## src/rtl/mvau_cfg.svh

```systemverilog
////////////////////////////////////////////////////////////
// mvau configuration macros
// matrix size, folding factors, memory depth and word widths
////////////////////////////////////////////////////////////
`ifndef MVAU_CFG_SVH
`define MVAU_CFG_SVH

// matrix columns, also the input vector length
`define MVAU_MW 16
// matrix rows, also the output vector length
`define MVAU_MH 8
// activations per input word
`define MVAU_SIMD 4
// rows computed in parallel
`define MVAU_PE 2

// column folds and row folds
`define MVAU_SF (`MVAU_MW / `MVAU_SIMD)
`define MVAU_NF (`MVAU_MH / `MVAU_PE)

// one weight word per (nf, sf) pair
`define MVAU_WMEM_DEPTH (`MVAU_SF * `MVAU_NF)
`define MVAU_WMEM_ADDR_BW 4

// element widths, all signed
`define MVAU_ACT_W 4
`define MVAU_WGT_W 4
`define MVAU_ACC_W 16

`endif
```

## src/rtl/mvau_pkg.sv

```systemverilog
////////////////////////////////////////////////////////////
// mvau types
// input buffer state and signed element/accumulator types
////////////////////////////////////////////////////////////
`include "mvau_cfg.svh"

package mvau_pkg;

   // input buffer is either taking words or replaying them
   typedef enum logic {
      ST_FILL    = 1'b0,
      ST_COMPUTE = 1'b1
   } buf_state_t;

   // one activation from the input stream
   typedef logic signed [`MVAU_ACT_W-1:0] act_t;
   // one weight from the weight memory
   typedef logic signed [`MVAU_WGT_W-1:0] wgt_t;
   // dot product accumulator, wide enough for MW full-scale products
   typedef logic signed [`MVAU_ACC_W-1:0] acc_t;

endpackage

```

## src/rtl/mvau_top.sv

```systemverilog
////////////////////////////////////////////////////////////
// mvau top level
// input buffer, control block, weight memory and PE array
////////////////////////////////////////////////////////////
`timescale 1ns/1ps
`include "mvau_cfg.svh"

module mvau_top
   import mvau_pkg::*;
(
   input  logic                                   aclk,
   input  logic                                   aresetn,
   // weight load port
   input  logic                                   wmem_we,
   input  logic [`MVAU_WMEM_ADDR_BW-1:0]          wmem_waddr,
   input  wgt_t [`MVAU_PE-1:0][`MVAU_SIMD-1:0]    wmem_wdata,
   // activation input, one word per in_v
   input  logic                                   in_v,
   input  act_t [`MVAU_SIMD-1:0]                  in_data,
   output logic                                   in_wait,
   // PE results, one pulse per row fold
   output logic                                   out_v,
   output acc_t [`MVAU_PE-1:0]                    out_data
);

   logic                                do_mvau;
   act_t [`MVAU_SIMD-1:0]               buf_data;
   logic                                wmem_valid;
   logic [`MVAU_WMEM_ADDR_BW-1:0]       wmem_addr;
   wgt_t [`MVAU_PE-1:0][`MVAU_SIMD-1:0] wmem_rdata;

   mvau_input_buffer u_input_buffer (
      .aclk     (aclk),
      .aresetn  (aresetn),
      .in_v     (in_v),
      .in_data  (in_data),
      .in_wait  (in_wait),
      .do_mvau  (do_mvau),
      .buf_data (buf_data)
   );

   // buffer compute level gates the address walk
   mvau_control_block #(
      .SF           (`MVAU_SF),
      .NF           (`MVAU_NF),
      .WMEM_DEPTH   (`MVAU_WMEM_DEPTH),
      .WMEM_ADDR_BW (`MVAU_WMEM_ADDR_BW)
   ) u_control_block (
      .aclk        (aclk),
      .aresetn     (aresetn),
      .wmem_wready (do_mvau),
      .wmem_valid  (wmem_valid),
      .wmem_addr   (wmem_addr)
   );

   mvau_weight_mem u_weight_mem (
      .aclk  (aclk),
      .we    (wmem_we),
      .waddr (wmem_waddr),
      .wdata (wmem_wdata),
      .raddr (wmem_addr),
      .rdata (wmem_rdata)
   );

   mvau_pe_array u_pe_array (
      .aclk       (aclk),
      .aresetn    (aresetn),
      .wmem_valid (wmem_valid),
      .wgt        (wmem_rdata),
      .act        (buf_data),
      .out_v      (out_v),
      .out_data   (out_data)
   );

endmodule

```

## src/rtl/mvau_pe_array.sv

```systemverilog
////////////////////////////////////////////////////////////
// mvau PE array
// PE lanes of SIMD signed MACs, fold accumulators, out pulse
////////////////////////////////////////////////////////////
`timescale 1ns/1ps
`include "mvau_cfg.svh"

module mvau_pe_array
   import mvau_pkg::*;
(
   input  logic                                   aclk,
   input  logic                                   aresetn,
   input  logic                                   wmem_valid,
   input  wgt_t [`MVAU_PE-1:0][`MVAU_SIMD-1:0]    wgt,
   input  act_t [`MVAU_SIMD-1:0]                  act,
   output logic                                   out_v,
   output acc_t [`MVAU_PE-1:0]                    out_data
);

   localparam int SF_BW = (`MVAU_SF > 1) ? $clog2(`MVAU_SF) : 1;
   localparam logic [SF_BW-1:0] LAST_SF = SF_BW'(`MVAU_SF - 1);

   logic                 prod_v;
   logic [SF_BW-1:0]     pe_sf;
   acc_t [`MVAU_PE-1:0]  lane_sum;
   acc_t [`MVAU_PE-1:0]  fold_sum;
   acc_t [`MVAU_PE-1:0]  acc;

   // per lane sum of SIMD products, all in signed acc width
   always_comb begin
      act_t a;
      wgt_t w;
      acc_t prod;
      for (int p = 0; p < `MVAU_PE; p++) begin
         lane_sum[p] = '0;
         for (int s = 0; s < `MVAU_SIMD; s++) begin
            a           = act[s];
            w           = wgt[p][s];
            prod        = a * w;
            lane_sum[p] = lane_sum[p] + prod;
         end
         // first word of a fold restarts the sum
         fold_sum[p] = (pe_sf == '0) ? lane_sum[p] : acc[p] + lane_sum[p];
      end
   end

   always_ff @(posedge aclk) begin
      if (!aresetn) begin
         prod_v <= 1'b0;
         pe_sf  <= '0;
         out_v  <= 1'b0;
         acc    <= '0;
      end else begin
         // memory and buffer both add one cycle of latency
         prod_v <= wmem_valid;
         out_v  <= 1'b0;
         if (prod_v) begin
            acc <= fold_sum;
            if (pe_sf == LAST_SF) begin
               pe_sf <= '0;
               out_v <= 1'b1;
            end else begin
               pe_sf <= pe_sf + 1'b1;
            end
         end
      end
   end

   // result held until the next fold completes
   always_ff @(posedge aclk) begin
      if (prod_v && pe_sf == LAST_SF) begin
         out_data <= fold_sum;
      end
   end

   // a fold runs on consecutive cycles, so out_v pulses stay SF cycles apart
   if (`MVAU_SF > 1) begin : g_pulse_check
      a_fold_unbroken : assert property (@(posedge aclk) disable iff (!aresetn)
         prod_v && pe_sf != LAST_SF |=> prod_v);
   end

endmodule

```

## src/rtl/mvau_input_buffer.sv

```systemverilog
////////////////////////////////////////////////////////////
// mvau input buffer
// fill/compute FSM, stores SF words and replays them NF times
////////////////////////////////////////////////////////////
`timescale 1ns/1ps
`include "mvau_cfg.svh"

module mvau_input_buffer
   import mvau_pkg::*;
(
   input  logic                    aclk,
   input  logic                    aresetn,
   input  logic                    in_v,
   input  act_t [`MVAU_SIMD-1:0]   in_data,
   output logic                    in_wait,
   output logic                    do_mvau,
   output act_t [`MVAU_SIMD-1:0]   buf_data
);

   // counter widths, kept at least one bit for the single fold case
   localparam int SF_BW = (`MVAU_SF > 1) ? $clog2(`MVAU_SF) : 1;
   localparam int NF_BW = (`MVAU_NF > 1) ? $clog2(`MVAU_NF) : 1;
   localparam logic [SF_BW-1:0] LAST_SF = SF_BW'(`MVAU_SF - 1);
   localparam logic [NF_BW-1:0] LAST_NF = NF_BW'(`MVAU_NF - 1);

   buf_state_t          state;
   logic [SF_BW-1:0]    fill_idx;
   logic [SF_BW-1:0]    sf_cnt;
   logic [NF_BW-1:0]    nf_cnt;
   act_t [`MVAU_SIMD-1:0] buf_mem [`MVAU_SF];

   always_ff @(posedge aclk) begin
      if (!aresetn) begin
         state    <= ST_FILL;
         fill_idx <= '0;
         sf_cnt   <= '0;
         nf_cnt   <= '0;
      end else begin
         unique case (state)
            ST_FILL: begin
               // count words until the whole vector is in
               if (in_v) begin
                  if (fill_idx == LAST_SF) begin
                     fill_idx <= '0;
                     state    <= ST_COMPUTE;
                  end else begin
                     fill_idx <= fill_idx + 1'b1;
                  end
               end
            end
            ST_COMPUTE: begin
               // sf is the inner loop, nf the outer one
               if (sf_cnt == LAST_SF) begin
                  sf_cnt <= '0;
                  if (nf_cnt == LAST_NF) begin
                     nf_cnt <= '0;
                     state  <= ST_FILL;
                  end else begin
                     nf_cnt <= nf_cnt + 1'b1;
                  end
               end else begin
                  sf_cnt <= sf_cnt + 1'b1;
               end
            end
         endcase
      end
   end

   // word storage and replay, data path only
   always_ff @(posedge aclk) begin
      if (state == ST_FILL && in_v) begin
         buf_mem[fill_idx] <= in_data;
      end
      // one cycle behind sf_cnt, same as the weight read
      buf_data <= buf_mem[sf_cnt];
   end

   assign in_wait = (state == ST_FILL);
   // drives the control block for SF*NF cycles per vector
   assign do_mvau = (state == ST_COMPUTE);

   // the source must hold off while the vector is replayed
   a_no_input_in_compute : assert property (@(posedge aclk) disable iff (!aresetn)
      state == ST_COMPUTE |-> !in_v);

endmodule

```

## src/rtl/mvau_weight_mem.sv

```systemverilog
////////////////////////////////////////////////////////////
// mvau weight memory
// simple dual port, external write, registered PExSIMD read
////////////////////////////////////////////////////////////
`timescale 1ns/1ps
`include "mvau_cfg.svh"

module mvau_weight_mem
   import mvau_pkg::*;
(
   input  logic                                         aclk,
   // write port, loaded before the first vector
   input  logic                                         we,
   input  logic [`MVAU_WMEM_ADDR_BW-1:0]                waddr,
   input  wgt_t [`MVAU_PE-1:0][`MVAU_SIMD-1:0]          wdata,
   // read port, data one cycle after the address
   input  logic [`MVAU_WMEM_ADDR_BW-1:0]                raddr,
   output wgt_t [`MVAU_PE-1:0][`MVAU_SIMD-1:0]          rdata
);

   // one word holds SIMD weights for each of the PE rows
   wgt_t [`MVAU_PE-1:0][`MVAU_SIMD-1:0] mem [`MVAU_WMEM_DEPTH];

   // write side
   always_ff @(posedge aclk) begin
      if (we) begin
         mem[waddr] <= wdata;
      end
   end

   // read side, registered so it lines up with the buffer word
   always_ff @(posedge aclk) begin
      rdata <= mem[raddr];
   end

endmodule

```

## src/rtl/mvau_control_block.sv

```systemverilog
////////////////////////////////////////////////////////////
// mvau control block
// weight memory read address counter and weight valid level
////////////////////////////////////////////////////////////
`timescale 1ns/1ps

module mvau_control_block #(
   parameter int SF           = 4,
   parameter int NF           = 4,
   parameter int WMEM_DEPTH   = 16,
   parameter int WMEM_ADDR_BW = 4
) (
   input  logic                    aclk,
   input  logic                    aresetn,
   input  logic                    wmem_wready,
   output logic                    wmem_valid,
   output logic [WMEM_ADDR_BW-1:0] wmem_addr
);

   // every (nf, sf) pair owns exactly one weight word
   if (WMEM_DEPTH != SF * NF) begin : g_depth_check
      $error("weight memory depth does not match SF*NF");
   end

   if (WMEM_DEPTH == 1) begin : g_one_word
      // single word, address pinned to zero
      always_ff @(posedge aclk) begin
         if (!aresetn) begin
            wmem_addr <= '0;
         end else if (wmem_wready) begin
            wmem_addr <= '0;
         end
      end
   end else begin : g_multi_word
      // walk the memory once per vector, wrap on the last word
      always_ff @(posedge aclk) begin
         if (!aresetn) begin
            wmem_addr <= '0;
         end else if (wmem_wready) begin
            if (wmem_addr == WMEM_ADDR_BW'(WMEM_DEPTH - 1)) begin
               wmem_addr <= '0;
            end else begin
               wmem_addr <= wmem_addr + 1'b1;
            end
         end
      end
   end

   // weights are valid on every cycle the buffer is computing
   assign wmem_valid = wmem_wready;

   // address is back at word 0 whenever the buffer is not computing
   a_addr_idle_at_zero : assert property (@(posedge aclk) disable iff (!aresetn)
      !wmem_wready |-> wmem_addr == '0);

endmodule

```

## config.mk

```make
export PLATFORM = sky130hd
export DESIGN_NAME = mvau_top
export DESIGN_NICKNAME = d
export VERILOG_FILES = /design/src/rtl/mvau_pkg.sv /design/src/rtl/mvau_top.sv /design/src/rtl/mvau_pe_array.sv /design/src/rtl/mvau_input_buffer.sv /design/src/rtl/mvau_weight_mem.sv /design/src/rtl/mvau_control_block.sv
export VERILOG_INCLUDE_DIRS = /design/src /design/src/rtl
export SDC_FILE = /design/constraint.sdc
export NUM_CORES = 1
export LEC_CHECK = 0
export BUFFER_PORTS_ARGS = -buffer_cell sky130_fd_sc_hd__buf_4
export CORE_MARGIN = 2
export CORE_UTILIZATION = 34
export DETAILED_ROUTE_END_ITERATION = 10
export SLEW_MARGIN = 20
export SYNTH_ARGS = -nofsm -noshare
export SYNTH_HDL_FRONTEND = slang
export SYNTH_SLANG_ARGS = --single-unit
```

## constraint.sdc

```tcl
create_clock -name aclk -period 11.58 [get_ports aclk]
set_input_delay 1.737 -clock aclk [delete_from_list [all_inputs] [get_ports aclk]]
set_output_delay 1.737 -clock aclk [all_outputs]
set_load 0.05 [all_outputs]
```

==> results.txt <==
----------------------------------------------------
[Layout]
  Most common cell after layout, fill and taps aside ... edfxtp_1
  Layout Nets ... 2479
  Proportion of layout cells with a drive suffix above 1 ... 0.209
  Area delta synth->final ... 14.4%
  Highest-count cells in the layout ignoring fill and taps ... 608 x edfxtp_1, 176 x mux4_2, 166 x inv_1
  Fill cell total of the finished layout ... 8762

[Synth]
  Leading area contributor after synthesis ... edfxtp_1
  Commonest register cell after synthesis ... edfxtp_1
  Post-Synthesis Net Count ... 2351
  Netlist area before placement ... 0.0333 mm²
  Library cells used by synthesis ... 74
  Yosys warnings ... 0
  Number of flip-flops and latches in the synthesized netlist ... 703
  Post-synthesis xor/xnor area fraction ... 0.0242
  Fraction of registers with async set or reset after synthesis ... 0
  Number of enable flip-flop cells after synthesis ... 608
  Portion of the post-synthesis area used by sequential elements ... 0.605
  Count of mapped cells out of synthesis ... 2032
  Average cell area after synthesis ... 16.4 µm²
  Area contributors post-synth ... edfxtp_1 55%, mux4_2 12%, fa_1 6.5%
  Simple-gate area share of the yosys netlist ... 0.0481
  Top-area cell type share of the netlist area ... 0.548
  Proportion of synthesized area in mux cells ... 0.126
  Share of synthesized cell area in full adder, half adder and majority cells ... 0.123
  Combinational family with the most area after synthesis ... multiplexers
  Complex-gate fraction of the synthesized area ... 0.0466

[Critical path]
  Worst path top cell family by delay ... adder cells
  Arrival time at the worst endpoint ... 8.13 ns
  Register-to-register path setup slack ... 3.96 ns
  Type of the setup path with the least slack ... reg2reg
  R2r startpoint ... u_input_buffer.buf_data[10]$_DFF_P_
  Reg-to-reg endpoint ... u_pe_array.acc[31]$_SDFFE_PN0P_
  WP depth ... 26
  Most numerous cell on the critical path ... fa_1
  Critical Path Start Type ... flip-flop
  Cells on worst reg2reg path ... 26
  Maximum fanout along the worst path ... 8
  Crit path required time ... 12.08 ns
  Critical-path cell with the highest stage delay ... fa_1
  Slowest stage delay, CP ... 0.60 ns
  Critical path capture point type ... flip-flop
  Buffers and inverters on the worst path ... 3

[CTS]
  Clock transition at path regs ... 0.07 ns
  Setup Fix Bufs, Post-CTS ... 0
  Number of levels the H-tree was split into ... 3
  Num CTS Buffers ... 72
  Hold-fix buffer count after cts ... 0
  TritonCTS clock tree ... yes
  Clock tree buffer depth ... 3
  Clock net sink count ... 703
  Clock latency at the later pin of the worst-skew pair ... 0.63 ns
  Number of gates resized after CTS ... 0
  Clk root buf ... clkbuf_16

[Floorplan]
  Number of rows in the core area ... 114
  Number of top-level pins ... 90
  Die Ht ... 317 µm
  Die boundary width ... 317 µm
  Initial Utilization ... 0.344
  Area of the core ... 0.0969 mm²
  Total die area ... 0.100 mm²

[Timing]
  Shortest period the worst path allows ... 7.62 ns
  Final total negative setup slack ... 0 ns
  Worst Max-Slew Pin Slew ... 1.01 ns
  PnR worst setup slack ... 3.96 ns
  Final count of negative-setup-slack endpoints ... 0
  Final number of max-transition violations ... 0
  Final-report hold violation count ... 0
  Clock skew ... 0.0169 ns
  Max-slew headroom ... 0.324
  Upper clock frequency limit ... 0.131 GHz
  RSZ-0062 raised after global routing ... no
  Share of the clock period used by the worst path after layout ... 0.658

[Hold path]
  Launch instance of the worst min-delay path ... u_input_buffer.nf_cnt[1]$_SDFFE_PN0P_
  Classification of the worst-slack hold path ... reg2reg
  Worst Hold Endpoint ... u_input_buffer.nf_cnt[1]$_SDFFE_PN0P_
  Hold path cells ... 2

[GRT]
  Maximum number of pins on one net before global-route repair ... 58
  Global router's overall resource usage ... 0.149
  Number of antenna violations at the first check in global routing ... 17
  Global-route wire length before repair ... 111 mm
  Vias in the first global route ... 18445
  GRT Residual Overflow ... 0

[Drt]
  Via count ... 17429
  Detail-routed net length per standard cell ... 21.0 µm
  Count of nets left with antenna violations after detail routing ... 0
  Detailed-route wire length ... 73.5 mm
  Number of remaining DRC errors ... 0
  Vias per inst ... 4.99
  First-iteration detailed-routing DRC count ... 1243
  DRT Pass-1 Iters ... 5

[Placed design]
  Quantity of I/O buffers inserted on ports ... 89
  HPWL Detailed ... 46.9 mm
  Routability congestion estimate from global placement ... 0.838
  Dpl ws ... 3.96 ns

[Run]
  Reported max-cap violation count ... 0

[Run status]
  Status ... completed

----------------------------------------------------
## how the worst max path moves through the flow
stage | from | to | slack (ns)
6_report | u_input_buffer.buf_data[10]$_DFF_P_ | u_pe_array.acc[31]$_SDFFE_PN0P_ | 3.96
5_1_grt | u_input_buffer.buf_data[10]$_DFF_P_ | u_pe_array.acc[31]$_SDFFE_PN0P_ | 3.55
4_1_cts | u_input_buffer.buf_data[10]$_DFF_P_ | u_pe_array.acc[31]$_SDFFE_PN0P_ | 3.94
3_5_place_dp | u_input_buffer.buf_data[10]$_DFF_P_ | u_pe_array.acc[31]$_SDFFE_PN0P_ | 3.96
3_3_place_gp | u_input_buffer.buf_data[10]$_DFF_P_ | u_pe_array.acc[31]$_SDFFE_PN0P_ | 4.21
2_1_floorplan | u_input_buffer.buf_data[10]$_DFF_P_ | u_pe_array.out_data[31]$_DFFE_PP_ | 4.66
## state kept, by name, summed over array words and instances, names as in the netlist, 4 cells and up
signal                     cells
u_weight_mem.rdata            32
u_input_buffer.buf_mem        64
u_input_buffer.buf_data       16
u_control_block.wmem_addr      4
u_pe_array.out_data           32
u_weight_mem.mem             512
u_pe_array.acc                32
## cells in the mapped netlist (6+ instances only)
| library cell | count |
|---|---|
| edfxtp_1 | 608 |
| buf_2 | 11 |
| mux2i_1 | 10 |
| nor3_1 | 24 |
| nand2_1 | 82 |
| o21bai_1 | 9 |
| xnor2_1 | 73 |
| and2_1 | 64 |
| a21o_1 | 31 |
| nand2b_1 | 16 |
| buf_1 | 11 |
| mux2_2 | 12 |
| a21oi_1 | 58 |
| nand3_1 | 15 |
| fa_1 | 108 |
| inv_1 | 166 |
| mux4_2 | 176 |
| a31oi_1 | 6 |
| o21ai_0 | 46 |
| clkbuf_1 | 40 |
| ha_1 | 155 |
| xor2_1 | 19 |
| dfxtp_1 | 95 |
| nor2b_1 | 12 |
| a211oi_1 | 15 |
| nor2_1 | 84 |
## layout make-up
type,count,area (µm²),area share
diodes,2,5.00,0.000131
clock buffers,90,1940,0.0509
clock inverters,42,518,0.0136
inverters,166,623,0.0164
multi-input cells,1099,12400,0.325
flip-flops and latches,703,20200,0.529
well taps,1276,1600,0.0419
repair buffers,118,886,0.0232
## logic make-up (layout without fill, tap and decap cells)
group                    count (synthesis)  after routing
AND/OR/NAND/NOR                        326            326
flip-flops                             703            703
other                                    0              2
AO/OA/AOI/OAI                          220            220
XOR/XNOR                                92             92
multiplexers                           198            198
buffers and inverters                  230            416
adder cells (fa/ha/maj)                263            263
## per-layer routing
layer,vias to the layer above,GRT usage,part of all wire,wire length [µm]
met5,-,0,0.0012,86
met4,14,0.0415,0.023,1660
met3,112,0.0316,0.058,4290
met2,418,0.249,0.49,35900
met1,8961,0.196,0.43,31600
li1,7924,-,-,-
## worst register-to-register path, delay by kind of cell, from the launching register on
kind	cells	cell delay, ns
fa+ha+maj	9	3.92
compound gates	8	1.80
simple gates	5	0.91
flops	1	0.47
buf+inv	3	0.21
xor+xnor	1	0.18
## per-stage QoR
stage                util  cells  hold slack, ns  area, µm²
CTS                 0.393   3494           0.472      38100
global route        0.393   3494           0.508      38100
detailed placement  0.368   3362           0.463      35600
finish              0.393   3496           0.477      38100
global placement    0.368   3362           0.447      35600
floorplan               -   2032           0.440      33300
Power is not shown: default switching activity piles up to over one toggle a cycle in this logic, so the estimate is an artifact.
